===== src/dma_pkg.sv =====
`default_nettype none

package dma_pkg;

  ////////////////////////////////////////
  // Link indices on the downstream link

  // Bulk frame data host
  parameter int unsigned LinkData = 0;
  // Scatter-gather descriptor host
  parameter int unsigned LinkSg   = 1;

  parameter int unsigned NumLinks = 2;

  ////////////////////////////////////////
  // Flow control

  // Requests in flight per link
  parameter int unsigned DefaultMaxOutstanding = 4;

endpackage

`default_nettype wire


===== src/tl_pkg.sv =====
`default_nettype none

package tl_pkg;

  ////////////////////////////////////////
  // Bus widths

  parameter int unsigned TlAddrWidth = 32;
  parameter int unsigned TlDataWidth = 64;
  // One mask bit per data byte
  parameter int unsigned TlMaskWidth = TlDataWidth / 8;

  ////////////////////////////////////////
  // Opcodes

  // A channel, single beat only
  typedef enum logic [2:0] {
    PutFullData = 3'd0,
    Get         = 3'd4
  } tl_a_op_e;

  // D channel
  typedef enum logic [2:0] {
    AccessAck     = 3'd0,
    AccessAckData = 3'd1
  } tl_d_op_e;

endpackage

`default_nettype wire

===== src/eth_dma_fabric.sv =====
`timescale 1ns/100ps
`default_nettype none

module eth_dma_fabric
  import tl_pkg::*;
  import dma_pkg::*;
#(
  parameter int unsigned HostSourceWidth = 1,
  parameter int unsigned MaxOutstanding  = DefaultMaxOutstanding
) (
  input  wire                        clk_i,
  input  wire                        rst_i,

  // Bulk data host
  input  wire                        dma_a_valid_i,
  input  tl_a_op_e                   dma_a_opcode_i,
  input  wire  [TlAddrWidth-1:0]     dma_a_address_i,
  input  wire  [TlDataWidth-1:0]     dma_a_data_i,
  input  wire  [TlMaskWidth-1:0]     dma_a_mask_i,
  input  wire  [HostSourceWidth-1:0] dma_a_source_i,
  output logic                       dma_a_ready_o,
  output logic                       dma_d_valid_o,
  output tl_d_op_e                   dma_d_opcode_o,
  output logic [TlDataWidth-1:0]     dma_d_data_o,
  output logic [HostSourceWidth-1:0] dma_d_source_o,
  input  wire                        dma_d_ready_i,

  // Descriptor host
  input  wire                        sg_a_valid_i,
  input  tl_a_op_e                   sg_a_opcode_i,
  input  wire  [TlAddrWidth-1:0]     sg_a_address_i,
  input  wire  [TlDataWidth-1:0]     sg_a_data_i,
  input  wire  [TlMaskWidth-1:0]     sg_a_mask_i,
  input  wire  [HostSourceWidth-1:0] sg_a_source_i,
  output logic                       sg_a_ready_o,
  output logic                       sg_d_valid_o,
  output tl_d_op_e                   sg_d_opcode_o,
  output logic [TlDataWidth-1:0]     sg_d_data_o,
  output logic [HostSourceWidth-1:0] sg_d_source_o,
  input  wire                        sg_d_ready_i,

  // Downstream memory link
  output logic                       mem_a_valid_o,
  output tl_a_op_e                   mem_a_opcode_o,
  output logic [TlAddrWidth-1:0]     mem_a_address_o,
  output logic [TlDataWidth-1:0]     mem_a_data_o,
  output logic [TlMaskWidth-1:0]     mem_a_mask_o,
  output logic [HostSourceWidth:0]   mem_a_source_o,
  input  wire                        mem_a_ready_i,
  input  wire                        mem_d_valid_i,
  input  tl_d_op_e                   mem_d_opcode_i,
  input  wire  [TlDataWidth-1:0]     mem_d_data_i,
  input  wire  [HostSourceWidth:0]   mem_d_source_i,
  output logic                       mem_d_ready_o
);

  // Port to socket, indexed by link
  logic [NumLinks-1:0]      link_a_valid;
  tl_a_op_e                 link_a_opcode  [NumLinks];
  logic [TlAddrWidth-1:0]   link_a_address [NumLinks];
  logic [TlDataWidth-1:0]   link_a_data    [NumLinks];
  logic [TlMaskWidth-1:0]   link_a_mask    [NumLinks];
  logic [HostSourceWidth:0] link_a_source  [NumLinks];
  logic [NumLinks-1:0]      link_a_ready;
  logic [NumLinks-1:0]      link_d_valid;
  tl_d_op_e                 link_d_opcode  [NumLinks];
  logic [TlDataWidth-1:0]   link_d_data    [NumLinks];
  logic [HostSourceWidth:0] link_d_source  [NumLinks];
  logic [NumLinks-1:0]      link_d_ready;

  ////////////////////////////////////////
  // Link ports

  dma_link_port #(
    .HostSourceWidth (HostSourceWidth),
    .MaxOutstanding  (MaxOutstanding),
    .LinkIndex       (LinkData)
  ) data_port (
    .clk_i,
    .rst_i,
    .host_a_valid_i   (dma_a_valid_i),
    .host_a_opcode_i  (dma_a_opcode_i),
    .host_a_address_i (dma_a_address_i),
    .host_a_data_i    (dma_a_data_i),
    .host_a_mask_i    (dma_a_mask_i),
    .host_a_source_i  (dma_a_source_i),
    .host_a_ready_o   (dma_a_ready_o),
    .host_d_valid_o   (dma_d_valid_o),
    .host_d_opcode_o  (dma_d_opcode_o),
    .host_d_data_o    (dma_d_data_o),
    .host_d_source_o  (dma_d_source_o),
    .host_d_ready_i   (dma_d_ready_i),
    .link_a_valid_o   (link_a_valid[LinkData]),
    .link_a_opcode_o  (link_a_opcode[LinkData]),
    .link_a_address_o (link_a_address[LinkData]),
    .link_a_data_o    (link_a_data[LinkData]),
    .link_a_mask_o    (link_a_mask[LinkData]),
    .link_a_source_o  (link_a_source[LinkData]),
    .link_a_ready_i   (link_a_ready[LinkData]),
    .link_d_valid_i   (link_d_valid[LinkData]),
    .link_d_opcode_i  (link_d_opcode[LinkData]),
    .link_d_data_i    (link_d_data[LinkData]),
    .link_d_source_i  (link_d_source[LinkData]),
    .link_d_ready_o   (link_d_ready[LinkData])
  );

  dma_link_port #(
    .HostSourceWidth (HostSourceWidth),
    .MaxOutstanding  (MaxOutstanding),
    .LinkIndex       (LinkSg)
  ) sg_port (
    .clk_i,
    .rst_i,
    .host_a_valid_i   (sg_a_valid_i),
    .host_a_opcode_i  (sg_a_opcode_i),
    .host_a_address_i (sg_a_address_i),
    .host_a_data_i    (sg_a_data_i),
    .host_a_mask_i    (sg_a_mask_i),
    .host_a_source_i  (sg_a_source_i),
    .host_a_ready_o   (sg_a_ready_o),
    .host_d_valid_o   (sg_d_valid_o),
    .host_d_opcode_o  (sg_d_opcode_o),
    .host_d_data_o    (sg_d_data_o),
    .host_d_source_o  (sg_d_source_o),
    .host_d_ready_i   (sg_d_ready_i),
    .link_a_valid_o   (link_a_valid[LinkSg]),
    .link_a_opcode_o  (link_a_opcode[LinkSg]),
    .link_a_address_o (link_a_address[LinkSg]),
    .link_a_data_o    (link_a_data[LinkSg]),
    .link_a_mask_o    (link_a_mask[LinkSg]),
    .link_a_source_o  (link_a_source[LinkSg]),
    .link_a_ready_i   (link_a_ready[LinkSg]),
    .link_d_valid_i   (link_d_valid[LinkSg]),
    .link_d_opcode_i  (link_d_opcode[LinkSg]),
    .link_d_data_i    (link_d_data[LinkSg]),
    .link_d_source_i  (link_d_source[LinkSg]),
    .link_d_ready_o   (link_d_ready[LinkSg])
  );

  ////////////////////////////////////////
  // Socket onto the memory link

  dma_socket_m1 #(
    .HostSourceWidth (HostSourceWidth)
  ) dma_socket (
    .clk_i,
    .rst_i,
    .l0_a_valid_i    (link_a_valid[LinkData]),
    .l0_a_opcode_i   (link_a_opcode[LinkData]),
    .l0_a_address_i  (link_a_address[LinkData]),
    .l0_a_data_i     (link_a_data[LinkData]),
    .l0_a_mask_i     (link_a_mask[LinkData]),
    .l0_a_source_i   (link_a_source[LinkData]),
    .l0_a_ready_o    (link_a_ready[LinkData]),
    .l1_a_valid_i    (link_a_valid[LinkSg]),
    .l1_a_opcode_i   (link_a_opcode[LinkSg]),
    .l1_a_address_i  (link_a_address[LinkSg]),
    .l1_a_data_i     (link_a_data[LinkSg]),
    .l1_a_mask_i     (link_a_mask[LinkSg]),
    .l1_a_source_i   (link_a_source[LinkSg]),
    .l1_a_ready_o    (link_a_ready[LinkSg]),
    .l0_d_valid_o    (link_d_valid[LinkData]),
    .l0_d_opcode_o   (link_d_opcode[LinkData]),
    .l0_d_data_o     (link_d_data[LinkData]),
    .l0_d_source_o   (link_d_source[LinkData]),
    .l0_d_ready_i    (link_d_ready[LinkData]),
    .l1_d_valid_o    (link_d_valid[LinkSg]),
    .l1_d_opcode_o   (link_d_opcode[LinkSg]),
    .l1_d_data_o     (link_d_data[LinkSg]),
    .l1_d_source_o   (link_d_source[LinkSg]),
    .l1_d_ready_i    (link_d_ready[LinkSg]),
    .mem_a_valid_o,
    .mem_a_opcode_o,
    .mem_a_address_o,
    .mem_a_data_o,
    .mem_a_mask_o,
    .mem_a_source_o,
    .mem_a_ready_i,
    .mem_d_valid_i,
    .mem_d_opcode_i,
    .mem_d_data_i,
    .mem_d_source_i,
    .mem_d_ready_o
  );

endmodule

`default_nettype wire


===== src/dma_socket_m1.sv =====
`timescale 1ns/100ps
`default_nettype none

module dma_socket_m1
  import tl_pkg::*;
  import dma_pkg::*;
#(
  parameter int unsigned HostSourceWidth = 1
) (
  input  wire                      clk_i,
  input  wire                      rst_i,

  input  wire                      l0_a_valid_i,
  input  tl_a_op_e                 l0_a_opcode_i,
  input  wire  [TlAddrWidth-1:0]   l0_a_address_i,
  input  wire  [TlDataWidth-1:0]   l0_a_data_i,
  input  wire  [TlMaskWidth-1:0]   l0_a_mask_i,
  input  wire  [HostSourceWidth:0] l0_a_source_i,
  output logic                     l0_a_ready_o,

  input  wire                      l1_a_valid_i,
  input  tl_a_op_e                 l1_a_opcode_i,
  input  wire  [TlAddrWidth-1:0]   l1_a_address_i,
  input  wire  [TlDataWidth-1:0]   l1_a_data_i,
  input  wire  [TlMaskWidth-1:0]   l1_a_mask_i,
  input  wire  [HostSourceWidth:0] l1_a_source_i,
  output logic                     l1_a_ready_o,

  output logic                     l0_d_valid_o,
  output tl_d_op_e                 l0_d_opcode_o,
  output logic [TlDataWidth-1:0]   l0_d_data_o,
  output logic [HostSourceWidth:0] l0_d_source_o,
  input  wire                      l0_d_ready_i,

  output logic                     l1_d_valid_o,
  output tl_d_op_e                 l1_d_opcode_o,
  output logic [TlDataWidth-1:0]   l1_d_data_o,
  output logic [HostSourceWidth:0] l1_d_source_o,
  input  wire                      l1_d_ready_i,

  output logic                     mem_a_valid_o,
  output tl_a_op_e                 mem_a_opcode_o,
  output logic [TlAddrWidth-1:0]   mem_a_address_o,
  output logic [TlDataWidth-1:0]   mem_a_data_o,
  output logic [TlMaskWidth-1:0]   mem_a_mask_o,
  output logic [HostSourceWidth:0] mem_a_source_o,
  input  wire                      mem_a_ready_i,

  input  wire                      mem_d_valid_i,
  input  tl_d_op_e                 mem_d_opcode_i,
  input  wire  [TlDataWidth-1:0]   mem_d_data_i,
  input  wire  [HostSourceWidth:0] mem_d_source_i,
  output logic                     mem_d_ready_o
);

  localparam logic SelData = 1'(LinkData);
  localparam logic SelSg   = 1'(LinkSg);

  logic grant;
  logic last_q;
  logic hold_q;
  logic hold_link_q;
  logic mem_a_fire;
  logic rsp_sel;

  ////////////////////////////////////////
  // Request arbitration

  // Round-robin on a tie, locked while the downstream stalls
  always_comb begin
    if (hold_q) begin
      grant = hold_link_q;
    end else if (l0_a_valid_i && l1_a_valid_i) begin
      grant = ~last_q;
    end else if (l1_a_valid_i) begin
      grant = SelSg;
    end else begin
      grant = SelData;
    end
  end

  assign mem_a_fire = mem_a_valid_o && mem_a_ready_i;

  always_ff @(posedge clk_i) begin
    if (rst_i) begin
      last_q      <= SelSg;
      hold_q      <= 1'b0;
      hold_link_q <= SelData;
    end else begin
      if (mem_a_fire) begin
        last_q <= grant;
      end
      hold_q      <= mem_a_valid_o && !mem_a_ready_i;
      hold_link_q <= grant;
    end
  end

  assign mem_a_valid_o   = (grant == SelSg) ? l1_a_valid_i   : l0_a_valid_i;
  assign mem_a_opcode_o  = (grant == SelSg) ? l1_a_opcode_i  : l0_a_opcode_i;
  assign mem_a_address_o = (grant == SelSg) ? l1_a_address_i : l0_a_address_i;
  assign mem_a_data_o    = (grant == SelSg) ? l1_a_data_i    : l0_a_data_i;
  assign mem_a_mask_o    = (grant == SelSg) ? l1_a_mask_i    : l0_a_mask_i;
  assign mem_a_source_o  = (grant == SelSg) ? l1_a_source_i  : l0_a_source_i;

  assign l0_a_ready_o = mem_a_ready_i && (grant == SelData);
  assign l1_a_ready_o = mem_a_ready_i && (grant == SelSg);

  ////////////////////////////////////////
  // Response routing

  // Top source bit names the link
  assign rsp_sel = mem_d_source_i[HostSourceWidth];

  assign l0_d_valid_o  = mem_d_valid_i && (rsp_sel == SelData);
  assign l0_d_opcode_o = mem_d_opcode_i;
  assign l0_d_data_o   = mem_d_data_i;
  assign l0_d_source_o = mem_d_source_i;

  assign l1_d_valid_o  = mem_d_valid_i && (rsp_sel == SelSg);
  assign l1_d_opcode_o = mem_d_opcode_i;
  assign l1_d_data_o   = mem_d_data_i;
  assign l1_d_source_o = mem_d_source_i;

  assign mem_d_ready_o = (rsp_sel == SelSg) ? l1_d_ready_i : l0_d_ready_i;

endmodule

`default_nettype wire


===== src/dma_link_port.sv =====
`timescale 1ns/100ps
`default_nettype none

module dma_link_port
  import tl_pkg::*;
  import dma_pkg::*;
#(
  parameter int unsigned HostSourceWidth = 1,
  parameter int unsigned MaxOutstanding  = DefaultMaxOutstanding,
  parameter int unsigned LinkIndex       = LinkData
) (
  input  wire                        clk_i,
  input  wire                        rst_i,

  input  wire                        host_a_valid_i,
  input  tl_a_op_e                   host_a_opcode_i,
  input  wire  [TlAddrWidth-1:0]     host_a_address_i,
  input  wire  [TlDataWidth-1:0]     host_a_data_i,
  input  wire  [TlMaskWidth-1:0]     host_a_mask_i,
  input  wire  [HostSourceWidth-1:0] host_a_source_i,
  output logic                       host_a_ready_o,

  output logic                       host_d_valid_o,
  output tl_d_op_e                   host_d_opcode_o,
  output logic [TlDataWidth-1:0]     host_d_data_o,
  output logic [HostSourceWidth-1:0] host_d_source_o,
  input  wire                        host_d_ready_i,

  output logic                       link_a_valid_o,
  output tl_a_op_e                   link_a_opcode_o,
  output logic [TlAddrWidth-1:0]     link_a_address_o,
  output logic [TlDataWidth-1:0]     link_a_data_o,
  output logic [TlMaskWidth-1:0]     link_a_mask_o,
  output logic [HostSourceWidth:0]   link_a_source_o,
  input  wire                        link_a_ready_i,

  input  wire                        link_d_valid_i,
  input  tl_d_op_e                   link_d_opcode_i,
  input  wire  [TlDataWidth-1:0]     link_d_data_i,
  input  wire  [HostSourceWidth:0]   link_d_source_i,
  output logic                       link_d_ready_o
);

  localparam int unsigned CntWidth = $clog2(MaxOutstanding + 1);
  localparam logic        LinkBit  = 1'(LinkIndex);

  // Two-entry skid buffer for the payload
  tl_a_op_e                   buf_opcode  [2];
  logic [TlAddrWidth-1:0]     buf_address [2];
  logic [TlDataWidth-1:0]     buf_data    [2];
  logic [TlMaskWidth-1:0]     buf_mask    [2];
  logic [HostSourceWidth-1:0] buf_source  [2];

  logic                wr_ptr_q;
  logic                rd_ptr_q;
  logic [1:0]          count_q;
  logic [CntWidth-1:0] inflight_q;

  logic req_fire;
  logic link_fire;
  logic rsp_fire;

  ////////////////////////////////////////
  // Request side

  // Stall on a full buffer or at the in-flight limit
  assign host_a_ready_o = (count_q != 2'd2) && (inflight_q != CntWidth'(MaxOutstanding));
  assign req_fire       = host_a_valid_i && host_a_ready_o;
  assign link_fire      = link_a_valid_o && link_a_ready_i;

  always_ff @(posedge clk_i) begin
    if (req_fire) begin
      buf_opcode[wr_ptr_q]  <= host_a_opcode_i;
      buf_address[wr_ptr_q] <= host_a_address_i;
      buf_data[wr_ptr_q]    <= host_a_data_i;
      buf_mask[wr_ptr_q]    <= host_a_mask_i;
      buf_source[wr_ptr_q]  <= host_a_source_i;
    end
  end

  always_ff @(posedge clk_i) begin
    if (rst_i) begin
      wr_ptr_q <= 1'b0;
      rd_ptr_q <= 1'b0;
      count_q  <= 2'd0;
    end else begin
      if (req_fire) begin
        wr_ptr_q <= ~wr_ptr_q;
      end
      if (link_fire) begin
        rd_ptr_q <= ~rd_ptr_q;
      end
      case ({req_fire, link_fire})
        2'b10:   count_q <= count_q + 2'd1;
        2'b01:   count_q <= count_q - 2'd1;
        default: count_q <= count_q;
      endcase
    end
  end

  // Oldest entry goes out first
  assign link_a_valid_o   = count_q != 2'd0;
  assign link_a_opcode_o  = buf_opcode[rd_ptr_q];
  assign link_a_address_o = buf_address[rd_ptr_q];
  assign link_a_data_o    = buf_data[rd_ptr_q];
  assign link_a_mask_o    = buf_mask[rd_ptr_q];
  assign link_a_source_o  = {LinkBit, buf_source[rd_ptr_q]};

  ////////////////////////////////////////
  // In-flight tracking

  always_ff @(posedge clk_i) begin
    if (rst_i) begin
      inflight_q <= '0;
    end else if (req_fire && !rsp_fire) begin
      inflight_q <= inflight_q + CntWidth'(1);
    end else if (rsp_fire && !req_fire) begin
      inflight_q <= inflight_q - CntWidth'(1);
    end
  end

  ////////////////////////////////////////
  // Response side

  // Link bit dropped on the way back to the host
  assign host_d_valid_o  = link_d_valid_i;
  assign host_d_opcode_o = link_d_opcode_i;
  assign host_d_data_o   = link_d_data_i;
  assign host_d_source_o = link_d_source_i[HostSourceWidth-1:0];
  assign link_d_ready_o  = host_d_ready_i;
  assign rsp_fire        = host_d_valid_o && host_d_ready_i;

endmodule

`default_nettype wire


===== config.mk =====
export PLATFORM = sky130hd
export DESIGN_NAME = eth_dma_fabric
export DESIGN_NICKNAME = d
export VERILOG_FILES = /design/src/dma_pkg.sv /design/src/tl_pkg.sv /design/src/eth_dma_fabric.sv /design/src/dma_socket_m1.sv /design/src/dma_link_port.sv
export SDC_FILE = /design/constraint.sdc
export NUM_CORES = 1
export LEC_CHECK = 0
export ABC_AREA = 1
export BUFFER_PORTS_ARGS = -buffer_cell sky130_fd_sc_hd__buf_2
export CELL_PAD_IN_SITES_DETAIL_PLACEMENT = 0
export CELL_PAD_IN_SITES_GLOBAL_PLACEMENT = 2
export CORE_MARGIN = 1.5
export CORE_UTILIZATION = 38
export DETAILED_ROUTE_END_ITERATION = 10
export PLACE_DENSITY_LB_ADDON = 0.08
export SYNTH_ARGS = -nofsm -noshare
export SYNTH_HDL_FRONTEND = slang
export SYNTH_HIERARCHICAL = 1
export SYNTH_SLANG_ARGS = --single-unit
export TNS_END_PERCENT = 10

===== constraint.sdc =====
create_clock -name clk_i -period 11.1 [get_ports clk_i]
set_input_delay 3.33 -clock clk_i [delete_from_list [all_inputs] [get_ports clk_i]]
set_output_delay 3.33 -clock clk_i [all_outputs]
set_load 0.05 [all_outputs]

# Word-level counts from Yosys, hierarchy flattened
# Memories as Yosys holds them, arrays and structs flattened. A register that Yosys moved wholly into a read port is not among the register bits.
# Cells that the tools add are included.
dict set report word_totals {
  out_inout_bits 251
  register_bits 17
  ramBits 432
  wordCells 114
  memories 10
  in_bits 293
}
# memory words width read_ports rd_clocked_by_memory_dff write_ports line
set mem_list {}
lappend mem_list {data_port.buf_data 2 64 1 1 1 dma_link_port.sv:50} ;# logic [TlDataWidth-1:0] buf_data [2];
lappend mem_list {sg_port.buf_data 2 64 1 1 1 dma_link_port.sv:50}
lappend mem_list {data_port.buf_address 2 32 1 1 1 dma_link_port.sv:49} ;# logic [TlAddrWidth-1:0] buf_address [2];
lappend mem_list {sg_port.buf_address 2 32 1 1 1 dma_link_port.sv:49}
lappend mem_list {data_port.buf_mask 2 8 1 1 1 dma_link_port.sv:51} ;# logic [TlMaskWidth-1:0] buf_mask [2];
lappend mem_list {sg_port.buf_mask 2 8 1 1 1 dma_link_port.sv:51}
lappend mem_list {{+4 memories} -- -- -- -- -- --}
dict set report op_classes {
  muxes 40
  bitwise 7
  eq_ne 8
  n_reduce_logical 30
  add_sub_neg 8
}
# op n
set ops {}
lappend ops {{2-to-1 mux 64 bit} 1}
lappend ops {{2-to-1 mux 32 bit} 1}
lappend ops {{2-to-1 mux 1 bit} 29}
lappend ops {{logical AND 1 bit} 19}
lappend ops {{2-to-1 mux 3 bit} 5}
lappend ops {{nonzero test 2 bit} 6}
lappend ops {{2-to-1 mux 8 bit} 1}
lappend ops {{case mux 2 bit (2 select lines)} 2}
lappend ops {{inverter 1 bit} 7}
lappend ops {{adder 3 x 1 -> 3 bit, second input constant} 2}
lappend ops {{inequality test 3 bit, second input constant} 2}
lappend ops {{subtractor 3 x 1 -> 3 bit, second input constant} 2}
lappend ops {{logical NOT 1 bit} 5}
lappend ops {{adder 2 x 1 -> 2 bit, second input constant} 2}
lappend ops {{equality test 2 x 1 -> 1 bit, second input constant} 2}
lappend ops {{equality test 2 bit, second input constant} 2}
lappend ops {{inequality test 2 bit, second input constant} 2}
lappend ops {{subtractor 2 x 1 -> 2 bit, second input constant} 2}
lappend ops {{2-to-1 mux 2 bit} 1}

# Logic depth before layout (Yosys ltp)
# Gate-level depths: netlist (run 1).
dict set report depth {
  ltp_word 9
  ltp_mapped 16
  ltp_nobuf 15
}

# Modules after synthesis
# The synthesis (run 1) kept the hierarchy.
# module n_inst area_per_inst_um2 cells_per_inst seq_area_each_um2
set by_module_without_submodules {}
lappend by_module_without_submodules {dma_link_port 2 8816.0 470 6646.4}
lappend by_module_without_submodules {dma_socket_m1 1 2643.8 520 60.1}

# Worst setup path before layout (run 1)
# Ideal clock, no wire load.
dict set report synth_path {
  path_type {input-to-reg}
  startpoint {in dma_a_valid_i}
  endpoint {mem data_port.buf_address[0][0] (enable)}
  setup_time_ns 0.576
  t_arrival_ns 7.967
  stages 2
  n_path_buf 0
  path_slack_ns 2.557
  required_ns 10.524
  path_cell_list {nand3_1 nor2_1}
}
dict set report synth_between {
  elab_chain_len 3
}
# element line
set synth_rtl {}
lappend synth_rtl {{from (decl)} eth_dma_fabric.sv:15} ;# input wire dma_a_valid_i,
lappend synth_rtl {{logical AND 1 bit} dma_link_port.sv:68} ;# assign req_fire = host_a_valid_i && host_a_ready_o;
lappend synth_rtl {{2-to-1 mux 1 bit} dma_link_port.sv:72} ;# if (req_fire) begin
lappend synth_rtl {{2-to-1 mux 1 bit (implied by the code)} dma_link_port.sv:74} ;# buf_address[wr_ptr_q] <= host_a_address_i;
lappend synth_rtl {{to (decl)} dma_link_port.sv:49}
# No other way between the ends.

# Worst setup path in the final report (run 1)
dict set report layout_path {
  startpoint {in mem_d_source_i[1]}
  endpoint {out mem_d_ready_o}
}
dict set report layout_between {
  elab_chain_len 1
}
# element line
set layout_rtl {}
lappend layout_rtl {{from (decl)} eth_dma_fabric.sv:53} ;# input wire [HostSourceWidth:0] mem_d_source_i,
lappend layout_rtl {{2-to-1 mux 1 bit} dma_socket_m1.sv:124} ;# assign mem_d_ready_o = (rsp_sel == SelSg) ? l1_d_ready_i : l0_d_ready_i;
lappend layout_rtl {{to (decl)} eth_dma_fabric.sv:54} ;# output logic mem_d_ready_o
# No other way between the ends.

==> results.cfg, run 1 <==
[timing]
fin_crit_ns = 7.29
timing_max_transition_violations_final = 0
clock-skew-final_ns = 0.0263
max_freq_mhz = 137
timing.max_slew.rel_slack_pct = 23.2
timing_worst_slew_pin_value_ns = 1.15
final_hold_viol_count = 0
setup_viol = 0
rsz_0062_raised_after_global_routing = no
fin_crit_sh_pct = 65.7
fin_setup_tns_ns = 0

[layout]
area_of_the_multi_input_gates_um2 = 4340
areaGrowthSynthToFinish_pct = 8.55
layout.area.seq_um2 = 13400
layout-drive-gt1-share_pct = 40.8
fin_cells = 2266
postLayoutCellArea_um2 = 22000
fillCellCount = 4996
num-nets-final = 1833

[setup_path]
critical_path_peak_fanout = 3
setup.worst_path.class = in -> out
cp-end-kind = primary output
startpoint_type_of_the_worst_setup_path = primary input
arrival_time_reported_for_the_critical_path_endpoint_ns = 3.96
critPathRequiredTime_ns = 7.77

[pwr]
total_leakage_power_nw = 8.59
p_clk_share_pct = 23.0
cell_internal_pwr_mw = 3.80
worst_ir_drop_vdd_v = 0.000177
power_density_relative_to_cell_area_nw_per_um2 = 304
netSwitchingFraction_pct = 43.2
net-switching-power_mw = 2.88
p_comb_share_pct = 41.9
seq_power_share_pct = 35.1

[routing]
drt_drc_violations_left = 0
route.vias.total = 10500
drtPass1Iterations = 4
routedWlPerCell_um = 21.1
route.final.wire_length_um = 47900
detail_route.vias_per_cell = 4.64
drt_iter0_markers = 442
ant_nets = 0

[yosys]
post_synth_instance_area_um2 = 20300
postSynthNetCount = 1757
syn_inst = 1458
total_of_warnings_raised_by_yosys = 6
syn_area_per_cell_um2 = 13.9

[floorplanning]
die_ar_um2 = 54700
die_w_um = 234
effective_utilization_at_floorplan_pct = 38.5
fp.dieH_um = 234
boundaryPins = 544
design.core.area_um2 = 52700
floorplan.rows = 84

[run]
cap_violations = 0

[clock_tree]
postCtsSetupBuffers = 0
hold_buffers = 0
cts-htree-levels = 2
clock_sink_count = 451
clk_transition_reported_paths_ns = 0.06
cts_made_buffers = 50
tritoncts = built
worst_skew_pair.late_latency_ns = 0.60
cts_resized = 0
max-clock-path-buffers = 3
cts-root-buf = sky130_fd_sc_hd__clkbuf_16

[grt]
grt_max_degree = 68
grt_antenna_before_repair = 21
wire_length_of_the_first_global_routing_pass_um = 68800
gr-usage-all-layers_pct = 17.3
gr-total-overflow = 0
vias_in_the_first_global_route = 11000

[placed_design]
post_dp_cell_area_um2 = 20500
half_perimeter_wire_length_after_detailed_placement_um = 30200
gp_congestion = 0.696
post_placement_cell_count = 2170
port-buffer-count = 339

[outcome]
outcome = complete, no violations

[min_path]
min_path_type = reg -> reg
[metrics by stage]
| stage | power, mW | utilization, % | hold WS (ns) | setup WS (ns) |
|---|---|---|---|---|
| 6_report | 6.68 | 41.8 | 0.453 | 3.81 |
| 4_1_cts | 6.82 | 41.7 | 0.458 | 3.78 |
| 5_1_grt | 7.04 | 41.7 | 0.477 | 3.64 |
| 2_1_floorplan | 4.69 | - | 0.419 | 2.56 |
| 3_5_place_dp | 5.26 | 38.9 | 0.449 | 3.81 |
| 3_3_place_gp | 5.25 | 38.9 | 0.446 | 3.81 |
[worst paths after layout]
kind	start	end	slack, ns	depth (start not counted)
worst min-delay path	dma_socket/last_q	dma_socket/last_q	0.45	2
worst max-delay path	mem_d_source_i[1]	mem_d_ready_o	3.81	3
worst max register to register	data_port/count_q[0]	sg_port/count_q[1]	7.38	15
worst min register to register	dma_socket/last_q	dma_socket/last_q	0.45	2
[state kept, by name, summed over array words and instances (netlist names), 2 cells and up, named ones only]
name,flops
data_port/buf_data,128
sg_port/buf_data,128
data_port/buf_address,64
sg_port/buf_address,64
data_port/buf_mask,16
sg_port/buf_mask,16
data_port/buf_opcode,6
sg_port/buf_opcode,6
data_port/inflight_q,3
sg_port/inflight_q,3
data_port/buf_source,2
data_port/count_q,2
sg_port/buf_source,2
sg_port/count_q,2
[power groups by stage]
stage	Combinational, mW	Sequential [mW]	Clock (mW)
2_1_floorplan	2.32	2.37	0
3_3_place_gp	2.87	2.38	0
3_5_place_dp	2.87	2.39	0
4_1_cts	2.87	2.36	1.59
5_1_grt	3.01	2.38	1.65
6_report	2.80	2.35	1.54
[cell type report]
type                    count  area share (%)
flip-flops and latches    451            60.7
multi-input cells         644            19.7
repair buffers            350            8.09
clock buffers              62            5.89
well taps                 688            3.91
clock inverters            29           0.899
inverters                  37           0.666
diodes                      5          0.0569
[metal layers]
metal  track usage (%)  wire length (um)  vias to the layer above
met2              28.9             23300                      295
met3              6.92              4280                      159
met1              19.5             18300                     5089
li1                  -                 -                     4929
met4              7.41              1850                       32
met5                 0               181                        -
[critical path: stages]
cell and delay (ns):
sky130_fd_sc_hd__buf_2 0.10, sky130_fd_sc_hd__mux2_2 0.32, sky130_fd_sc_hd__buf_2 0.21
[cells in the final DEF, fill, tap and decap left out, drive strengths merged]
cell / count
conb: 2
inv: 39
nor2: 26
or2: 1
clkinv: 24
nand3: 10
dfxtp: 19
o21ai: 6
diode: 5
nor3: 1
fa: 2
nand4: 2
edfxtp: 432
nand2: 363
ha: 4
mux2: 217
clkbuf: 62
bufinv: 2
clkinvlp: 1
buf: 350
xor2: 2
a21oi: 8
No activity file was read; power rests on OpenSTA's default activity.
==> run 2, diff against run 1 <==
Settings changed: ABC_AREA 1 to 0, CORE_UTILIZATION 38 to 34.
Clock period 11.1 ns to 6.28 ns, I/O delays scaled along.
==> results.cfg, run 2 <==
[floorplanning]
die_ar_um2 = 61200
effective_utilization_at_floorplan_pct = 34.4
die_w_um = 247
fp.dieH_um = 247
design.core.area_um2 = 59000
boundaryPins = 544
floorplan.rows = 89

[clock_tree]
clock_sink_count = 451
cts_resized = 0
cts_made_buffers = 50
cts-htree-levels = 2
tritoncts = built
hold_buffers = 0
clk_transition_reported_paths_ns = 0.06
cts-root-buf = sky130_fd_sc_hd__clkbuf_16
worst_skew_pair.late_latency_ns = 0.58
max-clock-path-buffers = 3
postCtsSetupBuffers = 0

[yosys]
syn_area_per_cell_um2 = 17.2
syn_inst = 1181
total_of_warnings_raised_by_yosys = 6
postSynthNetCount = 1480
post_synth_instance_area_um2 = 20300

[placed_design]
place_ws_ns = 1.88
gp_congestion = 0.738
port-buffer-count = 339
half_perimeter_wire_length_after_detailed_placement_um = 30300
post_dp_cell_area_um2 = 20800

[layout]
areaGrowthSynthToFinish_pct = 9.56
num-nets-final = 1570
postLayoutCellArea_um2 = 22300
most_common_cell_after_layout_fill_and_taps_aside = sky130_fd_sc_hd__edfxtp_1
layout-drive-gt1-share_pct = 58.4
fillCellCount = 5662
registers_with_the_highest_flip_flop_counts = data_port/buf_data: 128 flops, sg_port/buf_data: 128 flops
most-common-layout-cells = sky130_fd_sc_hd__edfxtp_1 (432), sky130_fd_sc_hd__buf_2 (339), sky130_fd_sc_hd__mux2_2 (260)
finish.utilization_pct = 37.7

[timing]
holdWs_ns = 0.483
final_hold_viol_count = 0
pnr_worst_setup_slack_ns = 1.50
setup_viol = 0
clock-skew-final_ns = 0.0126
timing.max_slew.rel_slack_pct = 38.2
fin_crit_ns = 4.78
timing_max_transition_violations_final = 0
rsz_0062_raised_after_global_routing = no
fin_crit_sh_pct = 76.1
max_freq_mhz = 209
timing_worst_slew_pin_value_ns = 0.928

[routing]
detail_route.vias_per_cell = 4.55
routedWlPerCell_um = 22.2
drt_drc_violations_left = 0
drtPass1Iterations = 4
route.vias.total = 9518
route.final.wire_length_um = 46300
drt_iter0_markers = 287
ant_nets = 0

[setup_path]
regToRegEndpoint = data_port/count_q[1]
startpoint_type_of_the_worst_setup_path = flop
setup.worst_path.class = reg -> out
cp-end-kind = primary output
critPathRequiredTime_ns = 4.40
critical_path_peak_fanout = 50
critical_path.reg2reg.startpoint = sg_port/count_q[0]
arrival_time_reported_for_the_critical_path_endpoint_ns = 2.90
worst-r2r-setup-slack_ns = 3.63
reg2reg_depth = 9

[run]
cap_violations = 0

[pwr]
p_clk_share_pct = 21.5
worst_ir_drop_vdd_v = 0.000350
seq_power_share_pct = 34.6
netSwitchingFraction_pct = 39.9
total_leakage_power_nw = 8.19
power_density_relative_to_cell_area_nw_per_um2 = 557
total_power_mw = 12.4
net-switching-power_mw = 4.96
cell_internal_pwr_mw = 7.45
p_comb_share_pct = 43.9

[grt]
wire_length_of_the_first_global_routing_pass_um = 66700
gr-usage-all-layers_pct = 14.9
vias_in_the_first_global_route = 10400
grt_max_degree = 64
grt_antenna_before_repair = 25
gr-total-overflow = 0

[min_path]
min_path_type = reg -> reg
timing.hold.worst_path_depth = 2
min-delay-start = sg_port/inflight_q[2]
hold-path-endpoint = sg_port/inflight_q[2]

[outcome]
outcome = complete, no violations
-- run 2: final cells by class --
cell class	instances	area [um2]	area share (%)
diodes	10	25.0	0.112
clock buffers	67	1340	6.00
clock inverters	21	123	0.551
inverters	6	27.5	0.124
multi-input cells	408	4550	20.4
flip-flops and latches	451	13400	60.0
well taps	773	967	4.34
repair buffers	354	1870	8.41
-- run 2: metrics by stage --
stage	instances	setup TNS, ns
floorplan	1181	-81.88
global placement	1992	0
detailed placement	1992	0
CTS	2080	0
global route	2084	0
finish	2090	0
-- run 2: worst max path at each step --
stage	startpoint	end	slack [ns]	cells past startpoint
3_5_place_dp	mem_d_source_i[1]	mem_d_ready_o	1.88	3
6_report	sg_port/count_q[0]	mem_a_address_o[11]	1.50	6
3_3_place_gp	mem_d_source_i[1]	mem_d_ready_o	1.89	3
5_1_grt	sg_port/count_q[0]	mem_a_address_o[4]	1.36	6
2_1_floorplan	sg_a_valid_i	sg_port/buf_address[0][0]	-0.76	2
4_1_cts	sg_port/count_q[0]	mem_a_address_o[11]	1.44	6
-- run 2: per-layer routing --
layer	global-route usage (%)	routed length (um)	part of all wire (%)
met1	17.2	18500	40
met2	25.2	22700	49
met3	5.95	3840	8.3
met4	4.72	1130	2.4
met5	0	184	0.40
-- run 2: critical path, cell delays in order (launching register included) --
cell and delay [ns]:
sky130_fd_sc_hd__dfxtp_1 0.35, sky130_fd_sc_hd__or2_2 0.32, sky130_fd_sc_hd__nor2b_2 0.18, sky130_fd_sc_hd__a21boi_4 0.16
sky130_fd_sc_hd__buf_4 0.59, sky130_fd_sc_hd__mux2_2 0.41, sky130_fd_sc_hd__buf_2 0.21
-- run 2: power by group through the flow --
stage	Sequential, mW	Combinational [mW]	Clock, mW
global route	4.37	5.77	2.88
CTS	4.31	5.57	2.78
detailed placement	4.38	5.56	0
finish	4.30	5.45	2.66
floorplan	4.32	4.73	0
global placement	4.35	5.56	0
==> run 3, diff against run 2 <==
Clock period 6.28 ns to 4 ns, I/O delays scaled along.
==> results.cfg, run 3 (same netlist as run 2, synthesis figures left out) <==
[outcome]
outcome = complete, no violations

[floorplanning]
design.core.area_um2 = 59000
die_ar_um2 = 61200
floorplan.rows = 89
boundaryPins = 544
fp.dieH_um = 247
effective_utilization_at_floorplan_pct = 34.4
die_w_um = 247

[pwr]
power_density_relative_to_cell_area_nw_per_um2 = 881
worst_ir_drop_vdd_v = 0.000529
total_power_mw = 19.8
total_leakage_power_nw = 8.30

[run]
cap_violations = 0

[clock_tree]
cts_made_buffers = 51
hold_buffers = 0
worst_skew_pair.late_latency_ns = 0.57
tritoncts = built
max-clock-path-buffers = 3
cts-root-buf = sky130_fd_sc_hd__clkbuf_16
cts-htree-levels = 2
clock_sink_count = 451
clk_transition_reported_paths_ns = 0.06

[layout]
layout-drive-gt1-share_pct = 58.8
fillCellCount = 5618
most_common_cell_after_layout_fill_and_taps_aside = sky130_fd_sc_hd__edfxtp_1
num-nets-final = 1575
most-common-layout-cells = sky130_fd_sc_hd__edfxtp_1 (432), sky130_fd_sc_hd__buf_2 (339), sky130_fd_sc_hd__mux2_2 (260)
registers_with_the_highest_flip_flop_counts = data_port/buf_data: 128 flops, sg_port/buf_data: 128 flops
postLayoutCellArea_um2 = 22500
areaGrowthSynthToFinish_pct = 10.7
fin_cells = 2090

[placed_design]
half_perimeter_wire_length_after_detailed_placement_um = 28600
port-buffer-count = 339
place_ws_ns = 0.667
gp_congestion = 0.711
post_placement_cell_count = 1996
post_dp_cell_area_um2 = 20900

[setup_path]
timing.critical_path.slowest_cell_delay_ns = 0.40
worst_path_cell_with_the_longest_stage_delay = sky130_fd_sc_hd__clkbuf_16
setup.worst_path.class = reg -> out
worst-r2r-setup-slack_ns = 1.33
arrival_time_reported_for_the_critical_path_endpoint_ns = 2.71
startpoint_type_of_the_worst_setup_path = flop
cp-end-kind = primary output
critPathRequiredTime_ns = 2.80
critical_path_peak_fanout = 57
crit_path_cell_trace = or2_2 > nor2b_2 > a21boi_4 > clkbuf_16 > mux2_2 > buf_2

[timing]
setup_viol = 0
timing_worst_slew_pin_value_ns = 0.680
holdWs_ns = 0.481
timing_max_transition_violations_final = 0
rsz_0062_raised_after_global_routing = yes
timing.max_slew.rel_slack_pct = 54.6
clock-skew-final_ns = 0.00834
fin_crit_ns = 3.91
fin_crit_sh_pct = 97.7
pnr_worst_setup_slack_ns = 0.0923
final_hold_viol_count = 0
max_freq_mhz = 256

[grt]
gr-total-overflow = 0
gr-usage-all-layers_pct = 14.4
grt_antenna_before_repair = 20
wire_length_of_the_first_global_routing_pass_um = 64700
grt_max_degree = 64
vias_in_the_first_global_route = 10000

[routing]
detail_route.vias_per_cell = 4.50
drtPass1Iterations = 5
route.vias.total = 9400
route.final.wire_length_um = 44900
routedWlPerCell_um = 21.5
drt_drc_violations_left = 0
drt_iter0_markers = 323
ant_nets = 0

[min_path]
min_path_type = reg -> reg
run 3: final cells by class:
cell class,count,area (um2),area share (%)
diodes,2,5.00,0.0222
clock buffers,68,1340,5.96
clock inverters,24,214,0.951
inverters,6,27.5,0.122
multi-input cells,408,4550,20.2
flip-flops and latches,451,13400,59.4
well taps,773,967,4.30
repair buffers,358,2030,9.03
run 3: what timing repair did:
action                                 in CTS  in global routing
gates resized for setup                     0                  2
buffers inserted                            0                  0
setup endpoints to repair                   0                  7
endpoints found under the hold margin       0                  0
run 3: report_power, final:
part / total, mW / switching, mW / internal (mW)
clock: 4.42 / 1.82 / 2.59
combinational: 8.68 / 5.69 / 2.99
sequential: 6.73 / 0.313 / 6.41
run 3: layer usage:
metal | track usage, % | share of wire, % | vias to the layer above
met2 | 24.0 | 48 | 303
met5 | 0 | 0.41 | -
li1 | - | - | 4295
met1 | 16.9 | 40 | 4658
met3 | 5.82 | 8.3 | 112
met4 | 4.44 | 2.5 | 32
run 3: final timing paths:
kind	startpoint	endpoint	cells after the start
max reg2reg	sg_port/count_q[0]	data_port/count_q[1]	9
min reg2reg	data_port/inflight_q[2]	data_port/inflight_q[2]	2
max	sg_port/count_q[0]	mem_a_address_o[31]	6
min	data_port/inflight_q[2]	data_port/inflight_q[2]	2
run 3: stage by stage:
step,util (%),TNS [ns]
after global routing,38.1,-0.0956
final,38.1,0
after detailed placement,35.5,0
after global placement,35.5,0
after floorplan,-,-56.87
after CTS,38.1,0
run 3: worst max-delay path: cells and delay by family (launching register included):
family | cells | cell delay, ns
compound gates | 1 | 0.19
buf+inv | 2 | 0.61
flops | 1 | 0.35
mux | 1 | 0.39
simple gates | 2 | 0.50
